`src/verilog/lsu_pkg.sv`:
```
// shared lsu definitions for the memory op encoding, datapath widths and ram geometry.
`default_nettype none

package lsu_pkg;

  localparam int ADDR_W    = 32;  // base, offset and effective address.
  localparam int DATA_W    = 32;  // store and load data.
  localparam int BE_W      = 4;   // one enable per byte lane.
  localparam int BYTE_W    = 8;   // lane width.
  localparam int HALF_W    = 16;  // halfword width.
  localparam int RAM_WORDS = 256; // data ram depth in words.
  localparam int RAM_IDX_W = 8;   // word index taken from address[9:2].

  // access kind with its width and signedness.
  typedef enum logic [2:0] {
    OP_LB  = 3'd0, // signed byte load.
    OP_LH  = 3'd1, // signed halfword load.
    OP_LW  = 3'd2, // word load.
    OP_LBU = 3'd3, // unsigned byte load.
    OP_LHU = 3'd4, // unsigned halfword load.
    OP_SB  = 3'd5, // byte store.
    OP_SH  = 3'd6, // halfword store.
    OP_SW  = 3'd7  // word store.
  } mem_op_t;

  // true for the three store kinds.
  function automatic logic is_store(input mem_op_t op);
    logic st;
    case (op)
      OP_SB,
      OP_SH,
      OP_SW:   st = 1'b1; // writes memory.
      default: st = 1'b0; // every load.
    endcase
    return st;
  endfunction

  // byte ops are LB, LBU and SB, half ops are LH, LHU and SH, word ops are LW and SW.
  // the address unit and the store lane builder both key off these groups.

endpackage

`default_nettype wire
```
`src/verilog/agu.sv`:
```
// address generation unit forming the effective address, lane enables and alignment check.
`default_nettype none
`timescale 1ns/1ps

module agu (
  input  wire logic                       s1_valid,
  input  wire lsu_pkg::mem_op_t           s1_op,
  input  wire logic [lsu_pkg::ADDR_W-1:0] s1_base,
  input  wire logic [lsu_pkg::ADDR_W-1:0] s1_offset,
  output logic [lsu_pkg::ADDR_W-1:0]      address,    // base + offset wrapping mod 2^32.
  output logic [lsu_pkg::BE_W-1:0]        byte_en,    // lanes touched or zero on a fault.
  output logic                            misaligned  // only high for a valid request.
);

  logic [1:0] addr_lo;   // byte offset inside the word.
  logic       align_err; // width vs offset check before the valid gate.

  assign address = s1_base + s1_offset; // plain add handles a negative offset.
  assign addr_lo = address[1:0];

  always_comb begin
    // defaults cover the byte group.
    align_err = 1'b0;
    byte_en   = 4'b0001 << addr_lo; // single lane picked by the low bits.

    case (s1_op)
      lsu_pkg::OP_LW,
      lsu_pkg::OP_SW: begin
        align_err = (addr_lo != 2'b00); // word must sit on a word boundary.
        byte_en   = 4'b1111;
      end
      lsu_pkg::OP_LH,
      lsu_pkg::OP_LHU,
      lsu_pkg::OP_SH: begin
        align_err = addr_lo[0]; // half must sit on an even byte.
        byte_en   = addr_lo[1] ? 4'b1100 : 4'b0011;
      end
      default: begin
        align_err = 1'b0; // a byte never straddles.
      end
    endcase

    misaligned = s1_valid && align_err;

    if (misaligned) begin
      byte_en = '0; // faulting access touches nothing.
    end

    // the lane at the byte offset is always part of an aligned access.
    a_lane_at_offset: assert (!s1_valid || misaligned || byte_en[addr_lo])
      else $error("byte_en misses the addressed lane");
  end

  // this unit has no state. All outputs settle between the
  // request register edge and the ram edge, so the ram index and
  // the fault flag seen by load_align belong to the same request.

endmodule

`default_nettype wire

```
`config.mk`:
```
export PLATFORM = sky130hd
export DESIGN_NAME = agu
export DESIGN_NICKNAME = d
export VERILOG_FILES = /design/src/verilog/lsu_pkg.sv /design/src/verilog/agu.sv
export SDC_FILE = /design/constraint.sdc
export NUM_CORES = 1
export LEC_CHECK = 0
export ABC_AREA = 1
export BUFFER_PORTS_ARGS = -buffer_cell sky130_fd_sc_hd__buf_4
export CORE_UTILIZATION = 48
export DETAILED_ROUTE_END_ITERATION = 8
export PLACE_DENSITY_LB_ADDON = 0.08
export SLEW_MARGIN = 20
export SYNTH_ARGS = -nofsm -noshare
export SYNTH_HDL_FRONTEND = slang
export SYNTH_SLANG_ARGS = --single-unit
export TNS_END_PERCENT = 100
```
`constraint.sdc`:
```
create_clock -name vclk -period 2
set_clock_uncertainty 0.2 [all_clocks]
set_input_delay 0.2 -clock vclk [all_inputs]
set_output_delay 0.2 -clock vclk [all_outputs]
set_load 0.1 [all_outputs]
```
==> impl_metrics.tcl, run 1 <==
set metrics [dict create \
    status "stopped before the end" \
    stop_stage "4_1_cts" \
    error "[ERROR DPL-0038] Utilization greater than 100%, impossible to legalize" \
    synth.area.mux_share_pct 0 \
    cts-resized-gates 241 \
    ys_seq_area_share_pct 0 \
    yosys_warnings 0 \
    die_w_um 74.0 \
    synthTopCellsByArea "nand2_1 34%, inv_1 19%, ha_1 16%, nor2_1 6.6%, xor2_1 5.3%" \
    postCtsHoldBufs 0 \
    syn_nets 620 \
    gp_congestion 0.976 \
    numPortBuffers 105 \
    synth_common_cells "226 x nand2_1, 123 x inv_1, 44 x nor2_1" \
    synth_top_family_by_area "simple AND/OR/NAND/NOR gates" \
    detailed_place_hpwl_um 8590 \
    avgSynthCellArea_um2 4.78 \
    yosysTopAreaCell "nand2_1" \
    place_ws_ns -0.354 \
    core.rowCount 25 \
    synth_xor_area_share_pct 6.29 \
    synth_simple_gate_area_share_pct 52.5 \
    syn_area_mm2 0.00249 \
    start_util_pct 51.3 \
    yosysMostFrequentCell "nand2_1" \
    placed_cells 739 \
    die_h_um 74.0 \
    pin_count 105 \
    yosys.cell_types.count 23 \
    synth_cells 520 \
    synth_adder_area_share_pct 16.4 \
    postCtsSetupRepairBufs 16 \
    synth-compound-area-share_pct 6.29 \
    synth_top_area_share_pct 34.1 \
]
-- stage by stage --
stage / area (um2) / hold WS (ns)
floorplan: 3090 / 0.475
global placement: 4330 / 0.709
detailed placement: 4330 / 0.721
-- cell families after synthesis --
kind of cell / count (synthesis)
adder cells (fa/ha/maj): 32
XOR/XNOR: 17
buffers and inverters: 123
AO/OA/AOI/OAI: 29
AND/OR/NAND/NOR: 319
==> inputs of run 2 (changes only) <==
CORE_UTILIZATION = 33   (was 48)
PLACE_DENSITY_LB_ADDON = 0.15   (was 0.08)
==> impl_metrics.tcl, run 2 <==
set metrics [dict create \
    drt-total-wl_um 10800 \
    hp-start "s1_base[31]" \
    instances_no_fill 793 \
    antenna_cells 0 \
    detailed_place_hpwl_um 7430 \
    worst_slew_pin_slew_ns 0.315 \
    syn_area_mm2 0.00249 \
    synth_common_cells "226 x nand2_1, 123 x inv_1, 44 x nor2_1" \
    core.rowCount 31 \
    hold_path.class "in2out" \
    path_class "in2out" \
    via_per_inst 4.76 \
    die_h_um 88.8 \
    fmax_mhz 447 \
    postCtsHoldBufs 0 \
    yosysMostFrequentCell "nand2_1" \
    synth_top_area_share_pct 34.1 \
    ant_nets 0 \
    pin_count 105 \
    syn_nets 620 \
    multi_input_area_mm2 0.00357 \
    vias 3777 \
    syn_to_final_growth_pct 140 \
    start_util_pct 34.3 \
    start_kind "input pin" \
    ir_drop_mv 0.424 \
    finalSetupViolCount 29 \
    hold_depth 5 \
    die_area_mm2 0.00789 \
    min_period_ns 2.24 \
    ys_seq_area_share_pct 0 \
    hold_viol_final 0 \
    gp_congestion 0.903 \
    most-common-layout-cells "123 x nand2_1, 118 x buf_4, 102 x inv_1, 65 x nand2_2, 44 x nand2_4" \
    grtUsageTotal_pct 24.0 \
    maxSlewHeadroom_pct 78.9 \
    drv_slew 0 \
    leakage_nw 3.20 \
    violations "setup timing" \
    drt_pass1_iterations 4 \
    yosys.cell_types.count 23 \
    rsz0062_at_grt "true" \
    synthTopCellsByArea "nand2_1 34%, inv_1 19%, ha_1 16%, nor2_1 6.6%, xor2_1 5.3%" \
    avgSynthCellArea_um2 4.78 \
    fill_cells 427 \
    drt_iter0_markers 162 \
    finalCritPeriodShare_pct 112 \
    powerDensity_mw_per_mm2 583 \
    nFlopsAndLatches 0 \
    whs_ns 0.650 \
    grt_pass1_wl_um 15200 \
    crit_fanout 5 \
    grt_max_degree 7 \
    grt_pass1_vias 3599 \
    endpoint_kind "output pin" \
    synth_cells 520 \
    drt-wirelength-per-cell_um 13.7 \
    placed_cells 775 \
    arrival_ns 1.84 \
    yosysTopAreaCell "nand2_1" \
    die_w_um 88.8 \
    hold_path_end "address[31]" \
    layout.nets 796 \
    cp.required_ns 1.60 \
    layout_commonest_cell "nand2_1" \
    cap_violations 0 \
    layout_setup_ws_ns -0.237 \
    antenna_found_initial 0 \
    numPortBuffers 105 \
    drive_gt1_share_pct 60.5 \
    clkbuf_count 0 \
    grt_overflow 0 \
    core_mm2 0.00725 \
    seq_area_um2 0 \
    status "finished, violations left" \
    yosys_warnings 0 \
    drc 0 \
]
-- run 2: cell counts after synthesis --
Identical to the previous run, type by type.
-- run 2: through the flow --
step           cell area, um2  power, mW  TNS (ns)  worst slack (ns)  utilization (%)
3_5_place_dp             4380       2.59     -6.27            -0.329             60.4
2_1_floorplan            3090       1.95     -3.63            -0.530                -
5_1_grt                  5970       3.63     -5.16            -0.288             82.4
4_1_cts                  5310       3.15     -1.78            -0.193             73.2
6_report                 5970       3.48     -3.49            -0.237             82.4
3_3_place_gp             4380       2.57     -5.64            -0.301             60.4
-- run 2: routing by layer --
metal | GRT usage (%) | vias up | part of all wire (%)
met5 | 0 | - | 0
met3 | 1.68 | 14 | 4.1
met4 | 2.49 | 0 | 1.2
met2 | 47.4 | 119 | 54
met1 | 28.8 | 1753 | 41
li1 | - | 1891 | -
-- run 2: layout make-up --
cell class	count	share of cell area, %
Multi-Input combinational cell	397	59.8
Tap cell	99	2.07
Inverter	123	8.04
Timing Repair Buffer	174	30.1
-- run 2: worst max-delay path by stage --
stage,from,to,cells past startpoint
CTS,s1_offset[0],byte_en[0],9
finish,s1_offset[0],byte_en[0],9
global placement,s1_base[0],address[28],13
floorplan,s1_base[0],misaligned,6
detailed placement,s1_base[0],address[28],13
global route,s1_offset[0],address[26],11
-- run 2: repair_timing --
| action | CTS | global route |
|---|---|---|
| setup endpoints to repair | 30 | 30 |
| resized for setup | 205 | 154 |
| setup buffers | 8 | 12 |
| pin swaps | 42 | 69 |
-- run 2: report_power, final --
part	switching, mW	internal (mW)
Sequential	0	0
Clock	0	0
Combinational	2.15	1.33
-- run 2: worst max-delay path: stages --
cell and delay (ns):
buf_6 0.10, ha_4 0.16, fa_2 0.59, nor2_4 0.04, nand3b_1 0.15, or2_4 0.28
o21ai_2 0.08, inv_2 0.07, buf_12 0.16
-- run 2: cell families after synthesis --
group           share of synthesized area, %
compound gates                          6.29
xor+xnor                                6.29
fa+ha+maj                               16.4
buf+inv                                 18.6
simple gates                            52.5
(Power assumes the default switching activity.)
