File: config.mk
export PLATFORM = sky130hd
export DESIGN_NAME = lsu_request_stage
export DESIGN_NICKNAME = d
export VERILOG_FILES = /design/src/verilog/lsu_pkg.sv /design/src/verilog/lsu_request_stage.sv
export SDC_FILE = /design/constraint.sdc
export NUM_CORES = 1
export LEC_CHECK = 0
export ABC_AREA = 1
export BUFFER_PORTS_ARGS = -buffer_cell sky130_fd_sc_hd__buf_2
export CAP_MARGIN = 40
export CORE_MARGIN = 3
export CORE_UTILIZATION = 30
export CTS_BUF_LIST = sky130_fd_sc_hd__clkbuf_16
export CTS_CLUSTER_DIAMETER = 200
export DETAILED_ROUTE_END_ITERATION = 6
export SLEW_MARGIN = 30
export SYNTH_ARGS = -nofsm -noshare
export SYNTH_HDL_FRONTEND = slang
export SYNTH_SLANG_ARGS = --single-unit
File: constraint.sdc
create_clock -name clk -period 0.8 [get_ports clk]
set_clock_uncertainty 0.15 [all_clocks]
set_input_delay 0.08 -clock clk [delete_from_list [all_inputs] [get_ports clk]]
set_output_delay 0.08 -clock clk [all_outputs]
set_load 0.02 [all_outputs]
File: src/verilog/lsu_pkg.sv
// shared lsu definitions for the memory op encoding, datapath widths and ram geometry.
`default_nettype none

package lsu_pkg;

  localparam int ADDR_W    = 32;  // base, offset and effective address.
  localparam int DATA_W    = 32;  // store and load data.
  localparam int BE_W      = 4;   // one enable per byte lane.
  localparam int BYTE_W    = 8;   // lane width.
  localparam int HALF_W    = 16;  // halfword width.
  localparam int RAM_WORDS = 256; // data ram depth in words.
  localparam int RAM_IDX_W = 8;   // word index taken from address[9:2].

  // access kind with its width and signedness.
  typedef enum logic [2:0] {
    OP_LB  = 3'd0, // signed byte load.
    OP_LH  = 3'd1, // signed halfword load.
    OP_LW  = 3'd2, // word load.
    OP_LBU = 3'd3, // unsigned byte load.
    OP_LHU = 3'd4, // unsigned halfword load.
    OP_SB  = 3'd5, // byte store.
    OP_SH  = 3'd6, // halfword store.
    OP_SW  = 3'd7  // word store.
  } mem_op_t;

  // true for the three store kinds.
  function automatic logic is_store(input mem_op_t op);
    logic st;
    case (op)
      OP_SB,
      OP_SH,
      OP_SW:   st = 1'b1; // writes memory.
      default: st = 1'b0; // every load.
    endcase
    return st;
  endfunction

  // byte ops are LB, LBU and SB, half ops are LH, LHU and SH, word ops are LW and SW.
  // the address unit and the store lane builder both key off these groups.

endpackage

`default_nettype wire
File: src/verilog/lsu_request_stage.sv
// lsu input register that samples a request and spreads store data over the byte lanes.
`default_nettype none
`timescale 1ns/1ps

module lsu_request_stage (
  input  wire logic                       clk,
  input  wire logic                       arst_n,
  input  wire logic                       req_valid,  // one strobe per request.
  input  wire lsu_pkg::mem_op_t           req_op,
  input  wire logic [lsu_pkg::ADDR_W-1:0] req_base,
  input  wire logic [lsu_pkg::ADDR_W-1:0] req_offset,
  input  wire logic [lsu_pkg::DATA_W-1:0] req_wdata,
  output logic                            s1_valid,
  output lsu_pkg::mem_op_t                s1_op,
  output logic [lsu_pkg::ADDR_W-1:0]      s1_base,
  output logic [lsu_pkg::ADDR_W-1:0]      s1_offset,
  output logic [lsu_pkg::DATA_W-1:0]      s1_wlanes   // lane replicated store data.
);

  logic [lsu_pkg::DATA_W-1:0] wlanes_next; // replicated store data before the register.

  // replicate the store operand so every lane the ram may enable holds it.
  always_comb begin
    case (req_op)
      lsu_pkg::OP_SB: begin
        wlanes_next = {lsu_pkg::BE_W{req_wdata[lsu_pkg::BYTE_W-1:0]}}; // byte in all lanes.
      end
      lsu_pkg::OP_SH: begin
        wlanes_next = {2{req_wdata[lsu_pkg::HALF_W-1:0]}}; // half in both halves.
      end
      default: begin
        wlanes_next = req_wdata; // word store and don't care for loads.
      end
    endcase
  end

  // valid is the only control bit here.
  always_ff @(posedge clk or negedge arst_n) begin
    if (!arst_n) begin
      s1_valid <= 1'b0;
    end else begin
      s1_valid <= req_valid; // one request per cycle with no stall.
    end
  end

  // payload follows the strobe.
  always_ff @(posedge clk) begin
    if (req_valid) begin
      s1_op     <= req_op;
      s1_base   <= req_base;
      s1_offset <= req_offset;
      s1_wlanes <= wlanes_next;
    end
  end

  // valid drives ram writes and the response count downstream.
  a_s1_valid_known: assert property (
    @(posedge clk) disable iff (!arst_n)
    !$isunknown(s1_valid)
  ) else $error("s1_valid unknown after reset");

endmodule

`default_nettype wire

== Word level (Yosys, flattened, before mapping) ==
Index checks and enable logic that the tools add are counted.
Word-level totals
  logic and storage cells: 8
  bits of input ports: 102
  register bits after elaboration: 100
  output and inout bits: 100
Operators by class
  multiplexer cells: 1
  equal/unequal tests: 2
Operator list (number)
  $pmux 32 s2: 1
  $eq 3x3->1 const B: 2

== Logic depth before layout (Yosys ltp) ==
Gate-level depths: netlist of the first run.
  word-level depth: 2
  mapped depth: 6
  gate-level depth less buffers: 5

== Least setup slack after synthesis of the first run ==
OpenSTA, ideal clock, no wires.
  path kind: input port to flip-flop
  from: input req_op[0]
  to: register s1_wlanes[24] in the netlist's numbering, data pin
  setup time: 253 ps
  required time: 397 ps
  arrival: 647 ps
  stages on the path: 6
  setup slack: -250 ps
  path buffers: 2
  path through: buf_6 -> inv_6 -> nand3_4 -> buf_8 -> nand3_2 -> nand2_1
On the way
  longest elaborated chain between the ends: 2
  elaborated cells on any way between the ends: 3
  those cells by class: 2 x eq/ne; 1 x mux
RTL lines
  from (decl): RTL line lsu_request_stage.sv:9  | input wire lsu_pkg::mem_op_t req_op,
  $eq 3x3->1: RTL line lsu_request_stage.sv:24  | case (req_op)
  $pmux 32 s2 *: RTL line lsu_request_stage.sv:24
  via wlanes_next, one bit: RTL line lsu_request_stage.sv:20  | logic [lsu_pkg::DATA_W-1:0] wlanes_next;
  to (signal assigned): RTL line lsu_request_stage.sv:52  | s1_wlanes <= wlanes_next;
  to (decl): RTL line lsu_request_stage.sv:17  | output logic [lsu_pkg::DATA_W-1:0] s1_wlanes
Mark *: on every way through the listed nets, which the timed path passes. The rest lies on a longest branch.
A chain may end at the register's enable or synchronous reset.

== Final worst setup path of the first run ==
  from: register s1_wlanes[29] in the netlist's numbering
  to: output s1_wlanes[29] in the netlist's numbering
No word-level cell between the ends.

==> results.ini, run 1 <==
[status]
status = complete, but fails checks
violations = negative hold slack, negative setup slack

[floorplan]
core_um2 = 11520
initial_core_util_pct = 31.05
io_pins = 202
num_rows = 39
die_w_um = 115.2
die_h_um = 115.2
die_area_um2 = 13270

[logic_synthesis]
ys_ff_latch = 100
synth_cell_types = 13
synth_area_leaders = edfxtp_1 83%, nand2_1 5.0%, nand3_2 2.8%
yosysSeqAreaShare_pct = 83.83
synthesis.nets = 302
syn_inst = 200
yosysWarnings = 0
syn_area_um2 = 3576
postSynthAreaPerCell_um2 = 17.88
synth_top_cell_area_share_pct = 83.14
yosys.area.top_type = edfxtp_1

[finish]
drive_above_1_share_pct = 54.35
multi_input_area_um2 = 521.8
stdcell_count = 649
regArea_um2 = 2998
mostFrequentLayoutCells = 110 x buf_2, 99 x edfxtp_1, 88 x buf_6
layout_commonest_cell = buf_2
fillers = 907
nNetsFinal = 603
antennaDiodeCount = 0
fin_area_um2 = 6629
area_growth_pct = 85.37

[clock_network]
clockRootBuffer = clkbuf_16
cts-buffers-inserted = 9
h-tree-depth = 3
cts_tree = yes
cts.sinks = 100
clk_path_buf_depth = 2
clk_pin_slew_worst_paths_ps = 70

[sta]
maxSlewHeadroom_pct = 86.02
timing.final.hold_violations = 40
setup_viol = 125
min_period_ps = 1145
hold_slack_ps = -168.4
drv_slew = 0
max_clock_freq_ghz = 0.8734
tightestPinTransition_ps = 209.7
rsz0062_at_grt = true
fin_crit_sh_pct = 143.1
timing.final.ws_setup_ps = -345.0

[setup_path]
worstPathBufferInverterCount = 1
cp-start-kind = flip-flop
critPathMaxStageDelay_ps = 420
crit_required_ps = 570
critical_path_class = flip-flop to output pin
cp_data_arrival_time_ps = 910
crit_chain = buf_6
crit_fanout = 1
slowest_stage = edfxtp_1
crit_path_end_kind = output pin
critical-path-top-delay-family = flip-flops

[routing]
wl_per_cell_um = 17.75
drtIter0Drc = 173
drc = 0
drtPass1Iterations = 4
vias = 2865
avgViaCountPerCell = 4.414
antenna_left = 0
wirelength_mm = 11.52

[placed_design]
gp_congestion = 0.7830
dp_hpwl_mm = 7.598
dp.cells = 565
place_area_um2 = 4987
io_buffer_count = 201

[flow_run]
drv_cap = 0

[global_route]
grt_pass1_vias = 2932
grt_pass1_wl_mm = 15.59
grt.total_usage_pct = 15.72
antenna_found_initial = 0
grt_max_degree = 34
grt.overflow.total = 0

[power]
vdd_drop_max_mv = 1.198
p_total_w = 0.01287
power_leakage_nw = 2.981
powerDensity_nw_per_um2 = 1942

[worst_hold_path]
hp-class = input port to flip-flop

-- report_power, final --
group / internal [W] / switching [W] / total (W)
logic: 0.00133 / 0.00123 / 0.00256
clock network: 0.00206 / 0.00179 / 0.00384
registers: 0.00627 / 0.000204 / 0.00647
total: 0.00966 / 0.00322 / 0.0129
-- synthesized netlist by cell type --
| master | n |
|---|---|
| edfxtp_1 | 99 |
| nand3_2 | 10 |
| nand3_4 | 2 |
| nand2_2 | 1 |
| inv_6 | 2 |
| nand3_1 | 6 |
| nand2_1 | 48 |
| dfrtp_1 | 1 |
| inv_1 | 8 |
| buf_6 | 3 |
| nand4_1 | 16 |
| buf_4 | 2 |
| buf_8 | 2 |
-- timing repair --
action                                 CTS  global route
resized for setup                       64           151
endpoints found under the hold margin   99            42
setup endpoints to repair              100           136
pin swaps                                0             6
buffers inserted                         0             3
hold buffers                            65             2
cloned                                   0             2
-- path summary, 6_finish.rpt --
path	start	to	slack [ps]	cells after the start
worst max-delay path	s1_wlanes[29]	s1_wlanes[29]	-340	1
worst min-delay path	req_wdata[4]	s1_wlanes[4]	-170	1
max in group asynchronous	arst_n	s1_valid	480	2
min in group asynchronous	arst_n	s1_valid	-60	2
-- registers in the layout, indices dropped and copies added (netlist names) --
name / count
s1_base: 32
s1_offset: 32
s1_wlanes: 32
s1_valid: 1
s1_op: 3
-- kinds of logic (layout without fill, tap and decap cells) --
| group | after synthesis | in the layout | share of synthesized area, % |
|---|---|---|---|
| flip-flops | 100 | 100 | 83.83 |
| buffers and inverters | 17 | 323 | 3.534 |
| AND/OR/NAND/NOR | 83 | 83 | 12.63 |
-- metal layers --
| layer | track usage [%] | part of all wire (%) | wire [um] | up-vias |
|---|---|---|---|---|
| met3 | 3.474 | 7.4 | 854 | 13 |
| li1 | - | - | - | 1349 |
| met5 | 0 | 0 | 0 | - |
| met1 | 18.09 | 39 | 4514 | 1370 |
| met2 | 27.93 | 52 | 5953 | 133 |
| met4 | 7.042 | 1.7 | 200 | 0 |
-- layout make-up --
cell class | instances | share of cell area (%)
repair buffers | 297 | 39.41
multi-input cells | 83 | 7.871
well taps | 143 | 2.699
flip-flops and latches | 100 | 45.22
inverters | 10 | 0.8683
clock buffers | 9 | 3.398
clock inverters | 7 | 0.5285
-- stage by stage --
| step | TNS (ps) | worst slack [ps] | util, % |
|---|---|---|---|
| 5_1_grt | -33420 | -382.0 | 57.56 |
| 3_5_place_dp | -22780 | -344.9 | 43.31 |
| 2_1_floorplan | -4952 | -228.8 | - |
| 6_report | -29980 | -345.0 | 57.56 |
| 4_1_cts | -31510 | -364.6 | 52.96 |
| 3_3_place_gp | -22220 | -328.7 | 43.31 |
Note: power is estimated with default switching activity, not from simulation.
==> inputs of run 2 (changes only) <==
--- a/config.mk
+++ b/config.mk
@@ -13,6 +13,7 @@
 export CTS_BUF_LIST = sky130_fd_sc_hd__clkbuf_16
 export CTS_CLUSTER_DIAMETER = 200
 export DETAILED_ROUTE_END_ITERATION = 6
+export RECOVER_POWER = 25
 export SLEW_MARGIN = 30
 export SYNTH_ARGS = -nofsm -noshare
 export SYNTH_HDL_FRONTEND = slang
==> run 2 against run 1 <==
The flow still finishes with violations (negative hold slack, negative setup slack). Final cell count unchanged. Flip-flop and latch count did not move. Highest routed layer unchanged. Count of clock-buffer cells in the layout is the same. Sequential power hardly changed. First-iteration DRC count increased by 12%. Utilization shrank 0.68 points. Clock power barely moved. Via count up 0.49%.
==> results.ini, run 2 (synthesis results as in run 1) <==
[placed_design]
place_area_um2 = 4987
dp_hpwl_mm = 7.598
io_buffer_count = 201
gp_congestion = 0.7830

[sta]
max_clock_freq_ghz = 0.8703
fin_crit_sh_pct = 143.6
timing.final.ws_setup_ps = -349.0
tightestPinTransition_ps = 435.6
timing.final.hold_violations = 29
drv_slew = 0
maxSlewHeadroom_pct = 70.96
hold_slack_ps = -107.8
setup_tns_ps = -36270
setup_viol = 172
min_period_ps = 1149
rsz0062_at_grt = true

[finish]
drive_above_1_share_pct = 52.57
largestRegisters = s1_base x32, s1_offset x32, s1_wlanes x32
area_growth_pct = 83.17
layout_commonest_cell = buf_2
antennaDiodeCount = 0
mostFrequentLayoutCells = 103 x buf_2, 99 x edfxtp_1, 88 x buf_6
nNetsFinal = 603
fin_area_um2 = 6550

[clock_network]
cts.sinks = 100
h-tree-depth = 3
clk_pin_slew_worst_paths_ps = 70
cts_tree = yes
clk_path_buf_depth = 2
cts-buffers-inserted = 9
clockRootBuffer = clkbuf_16

[flow_run]
drv_cap = 0

[global_route]
grt.total_usage_pct = 15.72
antenna_found_initial = 0
grt_pass1_vias = 2932
grt.overflow.total = 0
grt_pass1_wl_mm = 15.59
grt_max_degree = 34

[floorplan]
die_h_um = 115.2
num_rows = 39
die_area_um2 = 13270
io_pins = 202
die_w_um = 115.2
core_um2 = 11520
initial_core_util_pct = 31.05

[setup_path]
crit_chain = buf_6
critical_path_class = flip-flop to output pin
cp-start-kind = flip-flop
crit_fanout = 1
critPathMaxStageDelay_ps = 430
crit_path_end_kind = output pin
critical-path-top-delay-family = flip-flops
crit_required_ps = 570
worstPathBufferInverterCount = 1
cp_data_arrival_time_ps = 920
slowest_stage = edfxtp_1

[status]
status = complete, but fails checks
violations = negative hold slack, negative setup slack

[routing]
avgViaCountPerCell = 4.436
antenna_left = 0
drtIter0Drc = 194
vias = 2879
drtPass1Iterations = 4
wirelength_mm = 11.54
wl_per_cell_um = 17.77
drc = 0

[power]
p_total_w = 0.01283
vdd_drop_max_mv = 1.198
powerDensity_nw_per_um2 = 1958
power_leakage_nw = 2.849

[worst_hold_path]
hp-class = input port to flip-flop

-- run 2: worst min-delay path, cell delays in order --
cell,delay (ps)
buf_2,90
nand3_2,60
nand2_1,50
-- run 2: what timing repair did --
action | in CTS | in global routing
endpoints found under the setup margin | 100 | 136
hold buffers | 65 | 2
cloned | 0 | 2
endpoints found under the hold margin | 99 | 42
pin swaps | 0 | 6
resized for setup | 64 | 151
setup buffers | 0 | 3
-- run 2: area by class of cell --
cell class	instances	area (um^2)
sequential	100	2998
timing repair buffer	297	2534
clock inverter	7	35.03
multi-input combinational	83	521.8
inverter	10	57.56
clock buffer	9	225.2
fill	928	4966
tap	143	178.9
-- run 2: path summary, 6_finish.rpt --
kind,from,to,slack [ps],cells past startpoint
max,s1_wlanes[29],s1_wlanes[29],-350,1
min,req_wdata[23],s1_wlanes[23],-110,3
max in group asynchronous,arst_n,s1_valid,480,2
min in group asynchronous,arst_n,s1_valid,-60,2
-- run 2: routing by layer --
metal	GRT usage, %	vias to the layer above	part of all wire [%]
met5	0	-	0
li1	-	1347	-
met2	27.93	137	52
met4	7.042	0	1.8
met3	3.474	16	7.3
met1	18.09	1379	39
-- run 2: stage by stage --
stage                     instances  setup slack, ps  util (%)
after global placement          565           -328.7     43.31
after global routing            649           -382.0     56.88
after detailed placement        565           -344.9     43.31
final                           649           -349.0     56.88
after floorplan                 200           -228.8         -
after CTS                       646           -364.6     52.96
-- run 2: report_power, final --
group | internal [W] | switching [W]
logic | 0.00129 | 0.00122
registers | 0.00627 | 0.000205
clock network | 0.00206 | 0.00178
==> inputs of run 3 (changes only) <==
--- a/config.mk
+++ b/config.mk
@@ -5,7 +5,6 @@
 export SDC_FILE = /design/constraint.sdc
 export NUM_CORES = 1
 export LEC_CHECK = 0
-export ABC_AREA = 1
 export BUFFER_PORTS_ARGS = -buffer_cell sky130_fd_sc_hd__buf_2
 export CAP_MARGIN = 40
 export CORE_MARGIN = 3
==> run 3 against run 2 <==
The run still ends with negative hold slack, negative setup slack left. Critical path depth stayed put. Flip-flop and latch count stayed put. Global-route usage is 1.4 points higher. Count of clock-buffer cells in the layout stayed put. Sequential share of layout area is 1.7 points lower. Final cell count is 3.2% lower. Via count is 1.7% lower. Combinational power is 6% higher. Largest cell class unchanged. Largest power group unchanged. Highest routed layer unchanged.
==> results.ini, run 3 <==
[status]
status = complete, but fails checks
violations = negative hold slack, negative setup slack

[routing]
drtPass1Iterations = 4
drc = 0
drtIter0Drc = 177
antenna_left = 0
wirelength_mm = 11.94
vias = 2830
wl_per_cell_um = 19.01
avgViaCountPerCell = 4.506

[placed_design]
dp.cells = 544
dp_hpwl_mm = 7.462
post-place-ws_ps = -609.4
place_area_um2 = 4999
gp_congestion = 0.7655
io_buffer_count = 201

[clock_network]
cts_tree = yes
clockRootBuffer = clkbuf_16
h-tree-depth = 3
clk_pin_slew_worst_paths_ps = 70
cts-buffers-inserted = 9
clk_path_buf_depth = 2
cts.sinks = 100
hold_buffers = 66

[global_route]
grt_busiest_layer = met2
grt_pass1_vias = 2988
grt.total_usage_pct = 17.09
use_met1_pct = 19.78
grt_pass1_wl_mm = 16.73
antenna_found_initial = 0
grt_max_degree = 27
met3_usage_pct = 4.789
grt.overflow.total = 0
met2_usage_pct = 30.17

[finish]
nNetsFinal = 582
layout_commonest_cell = buf_2
largestRegisters = s1_base x32, s1_offset x32, s1_wlanes x32
stdcell_count = 628
fin_util_pct = 59.04
antennaDiodeCount = 0
drive_above_1_share_pct = 59.79
area_growth_pct = 90.27
mostFrequentLayoutCells = 109 x buf_2, 99 x edfxtp_1, 83 x buf_6
fillers = 847
fin_area_um2 = 6799

[floorplan]
core_um2 = 11520
io_pins = 202
initial_core_util_pct = 31.03
num_rows = 39
die_h_um = 115.1
die_area_um2 = 13260
die_w_um = 115.1

[sta]
timing.final.ws_setup_ps = -375.5
setup_viol = 163
max_clock_freq_ghz = 0.8507
rsz0062_at_grt = true
timing.final.hold_violations = 25
maxSlewHeadroom_pct = 75.21
tightestPinTransition_ps = 371.8
hold_slack_ps = -129.1
min_period_ps = 1175
fin_crit_sh_pct = 146.9
drv_slew = 0

[flow_run]
drv_cap = 0

[logic_synthesis]
synth-xor-area-share_pct = 0
synthesis.nets = 279
synth_adder_area_share_pct = 0
syn_area_um2 = 3573
ys_ff_latch = 100
synth_cell_types = 21
synth_most_common_cell = edfxtp_1
yosysWarnings = 0
synthSimpleGateAreaFrac_pct = 6.408
postSynthAreaPerCell_um2 = 20.19
synth-edff-count = 99
synth_top_cell_area_share_pct = 83.19
synth_area_leaders = edfxtp_1 83%, mux2_2 5.0%, o32ai_1 2.0%
synth-compound-area-share_pct = 3.536
yosys.area.top_type = edfxtp_1
yosysSeqAreaShare_pct = 83.89
ys_async_sr_fraction_pct = 1.000
synth_common_cells = 99 x edfxtp_1, 16 x mux2_2
syn_inst = 177
ys_dominant_reg_cell = edfxtp_1
synth.area.mux_share_pct = 5.042
synth_top_family_by_area = simple AND/OR/NAND/NOR gates

[worst_hold_path]
hold-path-cell-count = 1
hp-start = req_wdata[5]
hp-class = input port to flip-flop

[setup_path]
crit_chain = buf_6
worstPathBufferInverterCount = 1
critical_path_class = flip-flop to output pin
critPathMaxStageDelay_ps = 440
crit_required_ps = 570
crit_cells = 1
crit_path_end_kind = output pin
crit_end = s1_base[7]
crit_fanout = 1
critical-path-top-delay-family = flip-flops
crit_start = s1_base[7]
slowest_stage = edfxtp_1
cp-start-kind = flip-flop
cp_data_arrival_time_ps = 950

[power]
power_leakage_nw = 2.796
p_total_w = 0.01378
vdd_drop_max_mv = 1.193
powerDensity_nw_per_um2 = 2027

run 3: logic make-up (layout without fill, tap and decap cells):
group | Yosys count | in the layout
mux | 16 | 16
simple gates | 37 | 37
flops | 100 | 100
compound gates | 17 | 17
buf+inv | 7 | 315
run 3: worst min-delay path by stage:
stage	endpoint	slack, ps
final	s1_wlanes[5]	-130
after global placement	s1_valid	-290
after detailed placement	s1_valid	-290
after floorplan	s1_valid	-370
after global routing	s1_wlanes[19]	-130
after CTS	s1_wlanes[5]	-200
run 3: area by class of cell:
cell class	instances	area [um^2]	share of cell area [%]
flip-flops and latches	100	2998	44.09
repair buffers	298	2465	36.25
multi-input cells	70	827.0	12.16
clock buffers	9	225.2	3.312
well taps	143	178.9	2.632
clock inverters	7	98.84	1.454
inverters	1	6.256	0.09201
run 3: metrics by stage:
step | hold slack [ps] | setup TNS (ps)
finish | -129.1 | -37360
global route | -129.0 | -42190
detailed placement | -292.8 | -27760
global placement | -294.4 | -28110
floorplan | -365.6 | -9685
CTS | -204.3 | -34640
run 3: report_power, final:
group / switching, W / internal (W)
registers: 0.000196 / 0.00626
clock network: 0.00190 / 0.00276
logic: 0.00127 / 0.00139
run 3: per-layer routing:
metal / vias to the layer above / part of all wire (%)
met4: 0 / 2.0
met5: - / 0
li1: 1306 / -
met1: 1381 / 38
met3: 21 / 7.2
met2: 122 / 53
run 3: repair_timing:
| item | CTS | global route |
|---|---|---|
| endpoints found under the hold margin | 93 | 30 |
| buffers inserted | 5 | 0 |
| gates cloned | 0 | 0 |
| pin swaps | 26 | 7 |
| gates resized for setup | 118 | 109 |
| endpoints found under the setup margin | 124 | 129 |
