`config.mk`:
```
export PLATFORM = sky130hd
export DESIGN_NAME = load_align
export DESIGN_NICKNAME = d
export VERILOG_FILES = /design/src/verilog/lsu_pkg.sv /design/src/verilog/load_align.sv
export SDC_FILE = /design/constraint.sdc
export NUM_CORES = 1
export LEC_CHECK = 0
export ABC_AREA = 1
export ABC_CLOCK_PERIOD_IN_PS = 2940
export BUFFER_PORTS_ARGS = -buffer_cell sky130_fd_sc_hd__buf_4
export CAP_MARGIN = 20
export CORE_ASPECT_RATIO = 0.5
export CORE_MARGIN = 4
export CORE_UTILIZATION = 54
export CTS_CLUSTER_DIAMETER = 200
export DETAILED_ROUTE_END_ITERATION = 10
export GPL_TIMING_DRIVEN = 1
export PLACE_DENSITY = 0.87
export SLEW_MARGIN = 0
export SYNTH_ARGS = -nofsm -noshare
export SYNTH_HDL_FRONTEND = slang
export SYNTH_SLANG_ARGS = --single-unit
```
`constraint.sdc`:
```
create_clock -name clk -period 2.94 [get_ports clk]
set_input_delay 0.294 -clock clk [delete_from_list [all_inputs] [get_ports clk]]
set_output_delay 0.294 -clock clk [all_outputs]
set_load 0.05 [all_outputs]
```
`src/verilog/lsu_pkg.sv`:
```
// shared lsu definitions for the memory op encoding, datapath widths and ram geometry.
`default_nettype none

package lsu_pkg;

  localparam int ADDR_W    = 32;  // base, offset and effective address.
  localparam int DATA_W    = 32;  // store and load data.
  localparam int BE_W      = 4;   // one enable per byte lane.
  localparam int BYTE_W    = 8;   // lane width.
  localparam int HALF_W    = 16;  // halfword width.
  localparam int RAM_WORDS = 256; // data ram depth in words.
  localparam int RAM_IDX_W = 8;   // word index taken from address[9:2].

  // access kind with its width and signedness.
  typedef enum logic [2:0] {
    OP_LB  = 3'd0, // signed byte load.
    OP_LH  = 3'd1, // signed halfword load.
    OP_LW  = 3'd2, // word load.
    OP_LBU = 3'd3, // unsigned byte load.
    OP_LHU = 3'd4, // unsigned halfword load.
    OP_SB  = 3'd5, // byte store.
    OP_SH  = 3'd6, // halfword store.
    OP_SW  = 3'd7  // word store.
  } mem_op_t;

  // true for the three store kinds.
  function automatic logic is_store(input mem_op_t op);
    logic st;
    case (op)
      OP_SB,
      OP_SH,
      OP_SW:   st = 1'b1; // writes memory.
      default: st = 1'b0; // every load.
    endcase
    return st;
  endfunction

  // byte ops are LB, LBU and SB, half ops are LH, LHU and SH, word ops are LW and SW.
  // the address unit and the store lane builder both key off these groups.

endpackage

`default_nettype wire
```
`src/verilog/load_align.sv`:
```
// load alignment that picks the addressed bytes, extends them and registers the response.
`default_nettype none
`timescale 1ns/1ps

module load_align (
  input  wire logic                       clk,
  input  wire logic                       arst_n,
  input  wire logic                       s1_valid,
  input  wire lsu_pkg::mem_op_t           s1_op,
  input  wire logic [1:0]                 addr_lo,     // address bits 1:0 of the s1 request.
  input  wire logic                       misaligned,
  input  wire logic [lsu_pkg::DATA_W-1:0] rdata_word,  // ram read that lines up with s2.
  output logic                            rsp_valid,
  output logic [lsu_pkg::DATA_W-1:0]      rsp_rdata,
  output logic                            rsp_fault
);

  logic                       s2_valid;   // request sits alongside rdata_word.
  lsu_pkg::mem_op_t           s2_op;
  logic [1:0]                 s2_addr_lo;
  logic                       s2_fault;
  logic [lsu_pkg::BYTE_W-1:0] sel_byte;   // addressed byte.
  logic [lsu_pkg::HALF_W-1:0] sel_half;   // addressed halfword.
  logic [lsu_pkg::DATA_W-1:0] load_data;  // extended result.

  always_ff @(posedge clk or negedge arst_n) begin
    if (!arst_n) begin
      s2_valid <= 1'b0;
    end else begin
      s2_valid <= s1_valid;
    end
  end

  // s2 copies taken at the same edge as the ram read.
  always_ff @(posedge clk) begin
    if (s1_valid) begin
      s2_op      <= s1_op;
      s2_addr_lo <= addr_lo;
      s2_fault   <= misaligned;
    end
  end

  assign sel_byte = rdata_word[{s2_addr_lo, 3'b000} +: lsu_pkg::BYTE_W];
  assign sel_half = s2_addr_lo[1] ? rdata_word[lsu_pkg::DATA_W-1 -: lsu_pkg::HALF_W]
                                  : rdata_word[lsu_pkg::HALF_W-1:0];

  always_comb begin
    case (s2_op)
      lsu_pkg::OP_LB:  load_data = {{(lsu_pkg::DATA_W-lsu_pkg::BYTE_W){sel_byte[7]}}, sel_byte};
      lsu_pkg::OP_LBU: load_data = {{(lsu_pkg::DATA_W-lsu_pkg::BYTE_W){1'b0}}, sel_byte};
      lsu_pkg::OP_LH:  load_data = {{(lsu_pkg::DATA_W-lsu_pkg::HALF_W){sel_half[15]}}, sel_half};
      lsu_pkg::OP_LHU: load_data = {{(lsu_pkg::DATA_W-lsu_pkg::HALF_W){1'b0}}, sel_half};
      lsu_pkg::OP_LW:  load_data = rdata_word;
      default:         load_data = '0; // stores return zero.
    endcase
    if (s2_fault) begin
      load_data = '0; // no data on a fault.
    end
  end

  // response flags.
  always_ff @(posedge clk or negedge arst_n) begin
    if (!arst_n) begin
      rsp_valid <= 1'b0;
      rsp_fault <= 1'b0;
    end else begin
      rsp_valid <= s2_valid;
      rsp_fault <= s2_valid && s2_fault;
    end
  end

  always_ff @(posedge clk) begin
    if (s2_valid) begin
      rsp_rdata <= load_data;
    end
  end

  a_fault_has_valid: assert property (
    @(posedge clk) disable iff (!arst_n)
    rsp_fault |-> (rsp_valid && (rsp_rdata == '0))
  ) else $error("rsp_fault without rsp_valid or with nonzero data");

endmodule

`default_nettype wire

```
# Yosys cells after proc, flatten, opt, wreduce, memory -nomap -nowiden
# Cells that the tools add are included.
[classes]
eq_ne = 4
shifts = 1
muxes = 2
n_reduce_logical = 2
[ops]
columns = ["cell", "count"]
rows = [
  ["case mux 32 bit (5 select lines)", 1],
  ["variable part select 32 x 6 -> 8 bit", 1],
  ["2-to-1 mux 16 bit", 1],
  ["== test 3 x 2 -> 1 bit (second input constant)", 2],
  ["== test 3 x 1 -> 1 bit (second input constant)", 1],
  ["== test 3 bit (second input constant)", 1],
  ["logical NOT 3 bit", 1],
  ["logical AND 1 bit", 1],
]
[totals]
ff_bits = 41
in_bits = 41
out_inout_bits = 34
word_cells = 16

# Logic depth before layout (Yosys ltp)
# Gate-level depths: netlist of run 1.
[logic_depth]
ltp_word = 2
mapped_depth = 7
depth_no_buf = 7

# Least setup slack after synthesis of run 1
# Ideal clock, no wire load.
[synth_path]
kind = "flip-flop to flip-flop"
start = "register s2_valid"
end = "register rsp_rdata[0] (netlist bit), enable pin"
setup_time_ns = 0.390
arrival_time_ns = 0.964
required_ns = 2.550
path_slack_ns = 1.587
path_stages_with_launch = 1
path_buffers = 0
period_less_slack_ns = 1.353
cell_sequence = "dfrtp_1"
[synth_lines]
columns = ["item", "line", "text"]
rows = [
  ["from (decl)", "load_align.sv:18", "logic s2_valid;"],
  ["from (signal assigned)", "load_align.sv:30", "s2_valid <= s1_valid;"],
  ["to (signal assigned)", "load_align.sv:74", "rsp_rdata <= load_data;"],
  ["to (decl)", "load_align.sv:14", "output logic [lsu_pkg::DATA_W-1:0] rsp_rdata,"],
]
# No word-level cell between the ends.

# Worst setup path in the final report of run 1
[layout_path]
start = "register s2_addr_lo[1]"
end = "register rsp_rdata[22] (netlist bit) (data pin)"
[layout_via]
elab_chain_len = 2
word_cells_on_any_way = 3
classes_between = "shift (1); mux (2)"
[layout_rtl]
columns = ["item", "line", "text"]
rows = [
  ["from (decl)", "load_align.sv:20", "logic [1:0] s2_addr_lo;"],
  ["from (signal assigned)", "load_align.sv:38", "s2_addr_lo <= addr_lo;"],
  ["variable part select 32 x 6 -> 8 bit / 2-to-1 mux 16 bit (equally long branches)", "load_align.sv:43, load_align.sv:44", ""],
  ["case mux 32 bit (5 select lines) (*)", "load_align.sv:48", "case (s2_op)"],
]
# Mark *: on every way between the ends. The rest lies on a longest branch, timed or not.
# A chain may end at the register's enable or synchronous reset.

==> metrics, run 1 <==
status=completed; hold path startpoint=s1_valid; Most common cell on crit path=nand2_1; Hold/Removal Path Class=in2reg; # clock sinks=41; Chip Height=52.7 microns; proportion of layout cells with a drive suffix above 1=0.285; Seq cells post-synth=41; top_reg_cell synth=edfxtp_1; Overflow after GRT=0; vias post-DR=1912; die width=97.4 microns; Final Max Slew Viols=0; FMAX=0.502 GHz; row count=15; area fraction of the dominant cell type after synthesis=0.529; area leader, netlist=edfxtp_1; critical path's top delay family=flip-flops; Ys Warns=0; ranking of synthesized cells by area=edfxtp_1 (53%), nand2_1 (13%), a31oi_1 (7.3%); most frequent cell after synthesis=nand2_1; Clock Tree Root=clkbuf_8; crit path launch=s2_addr_lo[1]; syn_nets=285; VDD IR max=0.348 mV; Max FO, Critical Path=24; CTS buffer count=5; die area=0.00513 sq mm; Post-CTS Setup Bufs=0; htree depth=2; period utilisation layout=0.678; cts repair resizes=0; Slew headroom=0.285; Multi-input gate area=759 sq um; EDFF count, synth=38; Detail Placement HPWL=3910 microns; RR Startpoint=s2_addr_lo[1]; syn_area_per_cell=8.84 sq um; Final TNS setup=0 ns; antenna viol nets, final=0; CP peak stage delay=0.81 ns; DR WL/cell=14.5 microns; startpoint types=flop; Fin. Hold Viols=0; async set or reset register ratio after synthesis=0.0732; RSZ-0062 raised after global routing=no; first-pass GRT wire length=8400 microns; largest net degree at the start of global routing=34; clock transition at the registers of the reported paths=0.08 ns; Syn Inst Count=244; Max clock buf depth=2; Setup Skew=0.00505 ns; crit-path cells=inv_2 > nand2_1 > nand2_1 > nand2_2 > a31oi_1; Initial Utilization=0.595; vias in the first global route=1778; DR pass1 iterations=4; Worst path slowest cell=edfxtp_1; Critical Path Sink Type=flop; Crit Path Class=reg2reg; Ports=75; Leakage=1.26 nW; IO Port Bufs=74; DRC marker count from the first detailed-route iteration=209; CTS tree=built; Layout Nets=356; area grow syn2layout=30.4%; crit path time final=1.99 ns; Post-route DRC=0; final total power=1.48 mW; initial antenna violation count=0; WP buf/inv=1; Distinct cells, synth=19; core box area=0.00362 sq mm; CP Data Arrival Time=1.99 ns; vias per cell=5.21; antenna fix cells=0; Mapped Area=0.00216 sq mm; Max-Cap Viols=0; gr usage total=0.215; final setup fails=0; synth cell count leaders=nand2_1 (75), edfxtp_1 (38), inv_1 (29), a31oi_1 (25), nor2_1 (22); FILL cells=239; gpl congestion=0.910; worst slew pin tran=1.07 ns; DRT Wirelength=5330 microns; CTS Hold Buffers Added=1; Seq/Total Area, Yosys=0.564; Worst EP required=2.94 ns; power per cell area=528 mW/mm^2; Clk Latency, worst-skew pair=0.29 ns; FF+latch area=0.00122 sq mm
## routing by layer
layer	GRT usage	part of all wire	vias up	wire length [microns]
met5	0	0	-	0
li1	-	-	952	-
met1	0.269	0.39	854	2090
met4	0.0851	0.011	0	57
met2	0.361	0.47	101	2530
met3	0.0598	0.12	5	654
## registers in the layout, indices dropped and copies added (netlist names)
name and flops:
s2_addr_lo 2, s2_valid 1, s2_fault 1, s2_op 3, rsp_fault 1, rsp_rdata 32, rsp_valid 1
## cells in the final DEF, fill, tap and decap left out, types with 3 or more instances in the layout
cell type,Yosys,layout
clkbuf_8,0,5
a31oi_1,25,25
dfrtp_1,3,3
buf_4,3,75
inv_1,29,29
nor2_1,22,22
nand3_1,11,11
nand2_1,75,75
edfxtp_1,38,38
and2_1,7,7
a21oi_1,7,7
o21ai_0,7,7
nand2_2,3,3
## through the flow
stage | util | hold WS, ns | setup slack [ns] | area (sq um) | instances
detailed placement | 0.750 | 0.0867 | 1.01 | 2720 | 358
CTS | 0.776 | 0.165 | 0.993 | 2810 | 367
finish | 0.776 | 0.174 | 0.947 | 2810 | 367
global placement | 0.750 | 0.0837 | 1.07 | 2720 | 358
floorplan | - | -0.00159 | 1.59 | 2160 | 244
global route | 0.776 | 0.158 | 0.752 | 2810 | 367
## kinds of logic (layout without fill, tap and decap cells)
logic type,Yosys count,in the layout,share of synthesized area
flip-flops,41,41,0.564
AO/OA/AOI/OAI,39,39,0.105
buffers and inverters,42,114,0.0836
AND/OR/NAND/NOR,122,122,0.247
## final cells by class
cell class	count	share of cell area
Tap cell	51	0.0227
Clock inverter	3	0.00623
Clock buffer	5	0.0245
Multi-Input combinational cell	161	0.270
Inverter	30	0.0401
Timing Repair Buffer	76	0.204
Sequential cell	41	0.433
## worst paths after layout
kind | slack [ns] | cells past startpoint | end
hold reg to reg | 0.64 | 0 | rsp_valid
setup reg to reg | 0.95 | 5 | rsp_rdata[22]
hold / removal | 0.17 | 1 | s2_valid
setup / recovery | 0.95 | 5 | rsp_rdata[22]
min in group asynchronous | 0.33 | 2 | rsp_valid
max in group asynchronous | 2.51 | 2 | s2_valid
## report_power, final
group	internal [mW]	switching, mW	total (mW)
Clock	0.164	0.194	0.358
Combinational	0.131	0.264	0.395
Sequential	0.694	0.0374	0.731
No activity file was read; power rests on OpenSTA's default activity.
==> inputs of run 2 (changes only) <==
--- a/config.mk
+++ b/config.mk
@@ -6,16 +6,16 @@
 export NUM_CORES = 1
 export LEC_CHECK = 0
 export ABC_AREA = 1
-export ABC_CLOCK_PERIOD_IN_PS = 2940
+export ABC_CLOCK_PERIOD_IN_PS = 1700
 export BUFFER_PORTS_ARGS = -buffer_cell sky130_fd_sc_hd__buf_4
 export CAP_MARGIN = 20
 export CORE_ASPECT_RATIO = 0.5
 export CORE_MARGIN = 4
-export CORE_UTILIZATION = 54
+export CORE_UTILIZATION = 45
 export CTS_CLUSTER_DIAMETER = 200
 export DETAILED_ROUTE_END_ITERATION = 10
 export GPL_TIMING_DRIVEN = 1
-export PLACE_DENSITY = 0.87
+export PLACE_DENSITY = 0.78
 export SLEW_MARGIN = 0
 export SYNTH_ARGS = -nofsm -noshare
 export SYNTH_HDL_FRONTEND = slang
==> constraint.sdc (replaced) <==
create_clock -name clk -period 1.7 [get_ports clk]
set_input_delay 0.17 -clock clk [delete_from_list [all_inputs] [get_ports clk]]
set_output_delay 0.17 -clock clk [all_outputs]
set_load 0.05 [all_outputs]
==> run 2 against run 1 <==
  * Clock skew rose by 0.0018 ns
  * Die area is 18% higher
  * Register-to-register slack got worse by 0.76 ns
  * Clock power rose by 76%
  * Core utilization shrank 14 points
  * Worst setup slack worse by 0.76 ns
  * Cell count grew 6.0%
==> metrics, run 2 (synthesized netlist as in run 1, its figures left out) <==
Final TNS setup=0 ns (unchanged); CP Data Arrival Time=1.65 ns (-0.34 ns); startpoint types=flop; proportion of layout cells with a drive suffix above 1=0.300 (+0.0155); area grow syn2layout=33.7%; row count=17 (+2); DP Area=0.00277 sq mm (+2.1%); GRT met1 Usage=0.249 (-0.0202); DR WL/cell=14.2 microns (-2.5%); FMAX=0.662 GHz (+32%); Max FO, Critical Path=24 (unchanged); Initial Utilization=0.478 (-0.117); first-pass GRT wire length=8600 microns (+2.4%); worst slew pin tran=0.333 ns (-0.741 ns); Max clock buf depth=2 (unchanged); Crit Path Class=reg2reg; Max-Cap Viols=0 (unchanged); DRT Wirelength=5510 microns (+3.4%); most flop-heavy register=rsp_rdata; CTS tree=built; Fin. Hold Viols=0 (unchanged); VDD IR max=0.456 mV (+31%); IO Port Bufs=74 (unchanged); Critical Path Sink Type=flop; gpl congestion=0.920 (+1.1%); Hold/Removal Path Class=in2reg; vias per cell=5.01 (-3.9%); Post-route DRC=0 (unchanged); Worst EP required=1.84 ns (-1.10 ns); most common cell after layout, fill and taps aside=buf_4; power per cell area=900 mW/mm^2 (+70%); Leakage=1.30 nW (+2.7%); initial antenna violation count=0 (unchanged); die width=106 microns (+8.8%); met2 GRT Util=0.295 (-0.0654); Detail Placement HPWL=4070 microns (+4.2%); RSZ-0062 raised after global routing=no; largest net degree at the start of global routing=33 (-2.9%); Clk Latency, worst-skew pair=0.30 ns (about the same); Clock Tree Root=clkbuf_8; commonest cells after routing, fill and taps aside=buf_4 (82), nand2_1 (75), edfxtp_1 (38); die area=0.00603 sq mm (+18%); Slew headroom=0.778 (+0.494); core box area=0.00451 sq mm (+24%); final total power=2.59 mW (+75%); most used routing layer=met2; Psw=0.868 mW (+75%); status=completed; Chip Height=56.9 microns (+8.1%); htree depth=2 (unchanged); final setup fails=0 (unchanged); Final Max Slew Viols=0 (unchanged); period utilisation layout=0.888 (+0.210); Logic pwr share=0.280 (+0.014); # clock sinks=41 (unchanged); DR pass1 iterations=4 (unchanged); cts repair resizes=0 (unchanged); antenna fix cells=0 (unchanged); post-route cell area=0.00288 sq mm (+2.5%); antenna viol nets, final=0 (unchanged); Overflow after GRT=0 (unchanged); crit-path cells=inv_2 > nand2_1 > nand3_2 > nand3b_4 > a31oi_1; number of flip-flops in the largest register=32 (unchanged); Finished Core Util=0.639 (-0.137); clock transition at the registers of the reported paths=0.08 ns (about the same); gr usage total=0.182 (-0.0324); internal power=1.73 mW (+74%); biggest regs=rsp_rdata: 32 flops, s2_op: 3 flops, s2_addr_lo: 2 flops; Worst path slowest cell=edfxtp_1; CTS buffer count=5 (unchanged); Layout Nets=363 (+2.0%); vias in the first global route=1773 (-0.28%); CP peak stage delay=0.46 ns (-0.35 ns); DRC marker count from the first detailed-route iteration=156 (-25%); GR Util met3=0.0441 (-0.0157); sw frac=0.335 (+0.00124); crit path time final=1.51 ns (-0.484 ns); Ports=75 (unchanged); Sequential Power Share=0.477 (-0.016); WHS=0.0486 ns (-0.126 ns); Setup Skew=0.00688 ns (+0.00182 ns); vias post-DR=1948 (+1.9%); Clock Power Share=0.243 (+0.002)
-- run 2: power by group through the flow --
stage	Combinational [mW]	Sequential (mW)	Clock, mW
after floorplan	0.218	1.51	0
after global placement	0.707	1.26	0
after detailed placement	0.714	1.26	0
after CTS	0.719	1.24	0.649
after global routing	0.775	1.24	0.697
final	0.727	1.24	0.630
-- run 2: routing by layer --
| layer | wire [microns] | part of all wire |
|---|---|---|
| met4 | 20 | 0.0036 |
| met3 | 439 | 0.080 |
| met1 | 2480 | 0.45 |
| met2 | 2570 | 0.47 |
| met5 | 0 | 0 |
-- run 2: area by class of cell --
cell class	instances	area (sq um)
Fill cell	365	1630
Sequential cell	41	1220
Multi-Input combinational cell	161	759
Timing Repair Buffer	83	626
Inverter	30	113
Tap cell	66	82.6
Clock buffer	5	68.8
Clock inverter	3	17.5
-- run 2: worst paths after layout --
path | startpoint | endpoint | slack, ns | cells after the start
setup / recovery | s2_addr_lo[1] | rsp_rdata[14] | 0.19 | 5
hold / removal | misaligned | s2_fault | 0.05 | 1
setup reg to reg | s2_addr_lo[1] | rsp_rdata[14] | 0.19 | 5
hold reg to reg | s2_fault | rsp_fault | 0.50 | 2
max in group asynchronous | arst_n | s2_valid | 1.42 | 2
min in group asynchronous | arst_n | rsp_valid | 0.19 | 2
-- run 2: stage by stage --
stage | std cells | setup WS, ns
6_report | 389 | 0.191
5_1_grt | 389 | 0.0646
4_1_cts | 387 | 0.0957
3_5_place_dp | 378 | 0.114
3_3_place_gp | 378 | 0.237
2_1_floorplan | 244 | 0.347
-- run 2: repair_timing --
item                                   CTS  global route
endpoints found under the hold margin    3             0
setup buffers                            0             2
hold buffers                             1             0
setup endpoints to repair                0            22
-- run 2: worst max-delay path, delay by kind of cell, from the launching register on --
kind	cells	cell delay, ns
buffers and inverters	1	0.18
and+or+nand+nor	3	0.47
AOI/OAI and AO/OA	1	0.24
DFF	1	0.46
==> inputs of run 3 (changes only) <==
--- a/config.mk
+++ b/config.mk
@@ -7,7 +7,7 @@
 export LEC_CHECK = 0
 export ABC_AREA = 1
 export ABC_CLOCK_PERIOD_IN_PS = 1700
-export BUFFER_PORTS_ARGS = -buffer_cell sky130_fd_sc_hd__buf_4
+export BUFFER_PORTS_ARGS = -buffer_cell sky130_fd_sc_hd__buf_2
 export CAP_MARGIN = 20
 export CORE_ASPECT_RATIO = 0.5
 export CORE_MARGIN = 4
==> run 3 against run 2 <==
  * Global-route usage shrank 0.71 points
  * Flip-flop and latch count is the same
  * Total power increased by 4.0%
  * Sequential power is essentially flat
  * Register-to-register slack worse by 0.04 ns
  * Core utilization shrank 3.3 points
  * Largest cell class unchanged
==> metrics, run 3 (synthesized netlist as in run 1, its figures left out) <==
Max clock buf depth=2 (unchanged); IO Port Bufs=74 (unchanged); htree depth=2 (unchanged); Worst path slowest cell=edfxtp_1; number of flip-flops in the largest register=32 (unchanged); Ports=75 (unchanged); CP peak stage delay=0.50 ns (+0.04 ns); placed instance count=378 (unchanged); Fin. Hold Viols=0 (unchanged); final setup fails=0 (unchanged); Slew headroom=0.776 (-0.00197); DR WL/cell=13.9 microns (-2.1%); gpl congestion=0.885 (-3.8%); post-route cell area=0.00273 sq mm (-5.2%); Hold/Removal Path Class=in2reg; Overflow after GRT=0 (unchanged); Final Max Slew Viols=0 (unchanged); pre-CTS WS=0.127 ns (+0.0135 ns); DRC marker count from the first detailed-route iteration=186 (+19%); FMAX=0.647 GHz (-2.4%); power per cell area=986 mW/mm^2 (+9.6%); final worst-path setup slack=0.154 ns (-0.0363 ns); area grow syn2layout=26.8%; RSZ-0062 raised after global routing=no; antenna fix cells=0 (unchanged); CP Data Arrival Time=1.69 ns (+0.04 ns); VDD IR max=0.425 mV (-6.8%); # clock sinks=41 (unchanged); most common cell after layout, fill and taps aside=nand2_1; Initial Utilization=0.478 (unchanged); clock transition at the registers of the reported paths=0.09 ns (about the same); die width=106 microns (unchanged); Clk Latency, worst-skew pair=0.30 ns (about the same); biggest regs=rsp_rdata: 32 flops, s2_op: 3 flops, s2_addr_lo: 2 flops; vias post-DR=1930 (-0.92%); die area=0.00603 sq mm (unchanged); Final TNS setup=0 ns (unchanged); initial antenna violation count=0 (unchanged); Worst R2R Path Depth=5 (unchanged); Leakage=1.25 nW (-3.6%); Detail Placement HPWL=3950 microns (-2.9%); WHS=0.0496 ns (+0.00103 ns); gr usage total=0.175 (-0.00706); antenna viol nets, final=0 (unchanged); largest net degree at the start of global routing=33 (unchanged); Crit Path Class=reg2reg; Chip Height=56.9 microns (unchanged); Critical Path Sink Type=flop; crit path launch=s2_addr_lo[1]; Post-route DRC=0 (unchanged); Worst Setup EP=rsp_rdata[19]; status=completed; flop2flop setup slack=0.15 ns (-0.04 ns); Clock Tree Root=clkbuf_8; crit-path cells=inv_2 > nand2_1 > nand3_2 > nand3b_4 > a31oi_1; vias in the first global route=1772 (-0.056%); CTS buffer count=5 (unchanged); proportion of layout cells with a drive suffix above 1=0.306 (+0.00525); period utilisation layout=0.909 (+0.0214); startpoint types=flop; most flop-heavy register=rsp_rdata; RR Startpoint=s2_addr_lo[1]; DP Area=0.00259 sq mm (-6.7%); vias per cell=4.95 (-1.2%); Critical R2R Capture=rsp_rdata[19]; worst slew pin tran=0.336 ns (+0.00295 ns); CTS tree=built; Worst EP required=1.84 ns (about the same); Layout Nets=364 (+0.28%); DR pass1 iterations=4 (unchanged); row count=17 (unchanged); commonest cells after routing, fill and taps aside=nand2_1 (75), buf_2 (74), edfxtp_1 (38); core box area=0.00451 sq mm (unchanged); Max-Cap Viols=0 (unchanged); Setup Skew=0.0108 ns (+0.00390 ns); DRT Wirelength=5400 microns (-1.9%); crit path time final=1.55 ns (+0.0363 ns); first-pass GRT wire length=8380 microns (-2.6%); Layout Cells excl Fill=390 (+0.26%); hold depth=1 (unchanged); Max FO, Critical Path=24 (unchanged)
==> run 3: report_power, final <==
| part | internal, mW | switching, mW | total, mW |
|---|---|---|---|
| Clock | 0.440 | 0.359 | 0.799 |
| Combinational | 0.179 | 0.486 | 0.665 |
| Sequential | 1.20 | 0.0334 | 1.23 |
==> run 3: final cells by class <==
type                       instances  area (sq um)
clock inverter                     3          46.3
timing repair buffer              84           448
sequential                        41          1220
clock buffer                       5          68.8
multi-input combinational        161           759
fill                             401          1780
tap                               66          82.6
inverter                          30           113
==> run 3: through the flow <==
step	total power, mW	utilization
CTS	2.70	0.601
detailed placement	1.90	0.574
global placement	1.90	0.574
global route	2.82	0.606
floorplan	1.72	-
finish	2.70	0.606
==> run 3: worst min-delay path by stage <==
stage	slack, ns	to	startpoint
after detailed placement	-0.03	rsp_valid	arst_n
final	0.05	s2_addr_lo[0]	addr_lo[0]
after global placement	-0.03	rsp_fault	arst_n
after CTS	0.04	s2_addr_lo[0]	addr_lo[0]
after global routing	0.04	s2_fault	misaligned
after floorplan	-0.13	rsp_fault	arst_n
==> run 3: timing repair <==
item,in CTS,in global routing
hold buffers,1,0
gates resized for setup,0,0
hold endpoints to repair,3,0
buffers inserted,0,3
endpoints found under the setup margin,0,21
==> run 3: critical path: cells and delay by family, from the launching register on <==
family / cells / cell delay, ns
DFF: 1 / 0.50
and+or+nand+nor: 3 / 0.47
AOI/OAI and AO/OA: 1 / 0.24
buffers and inverters: 1 / 0.18
==> run 3: layer usage <==
layer  vias to the layer above  wire, microns  global-route usage
li1                        967              -                   -
met1                       880           2440               0.245
met2                        79           2480               0.275
met3                         4            441              0.0441
met4                         0             47              0.0480
met5                         -              0                   0
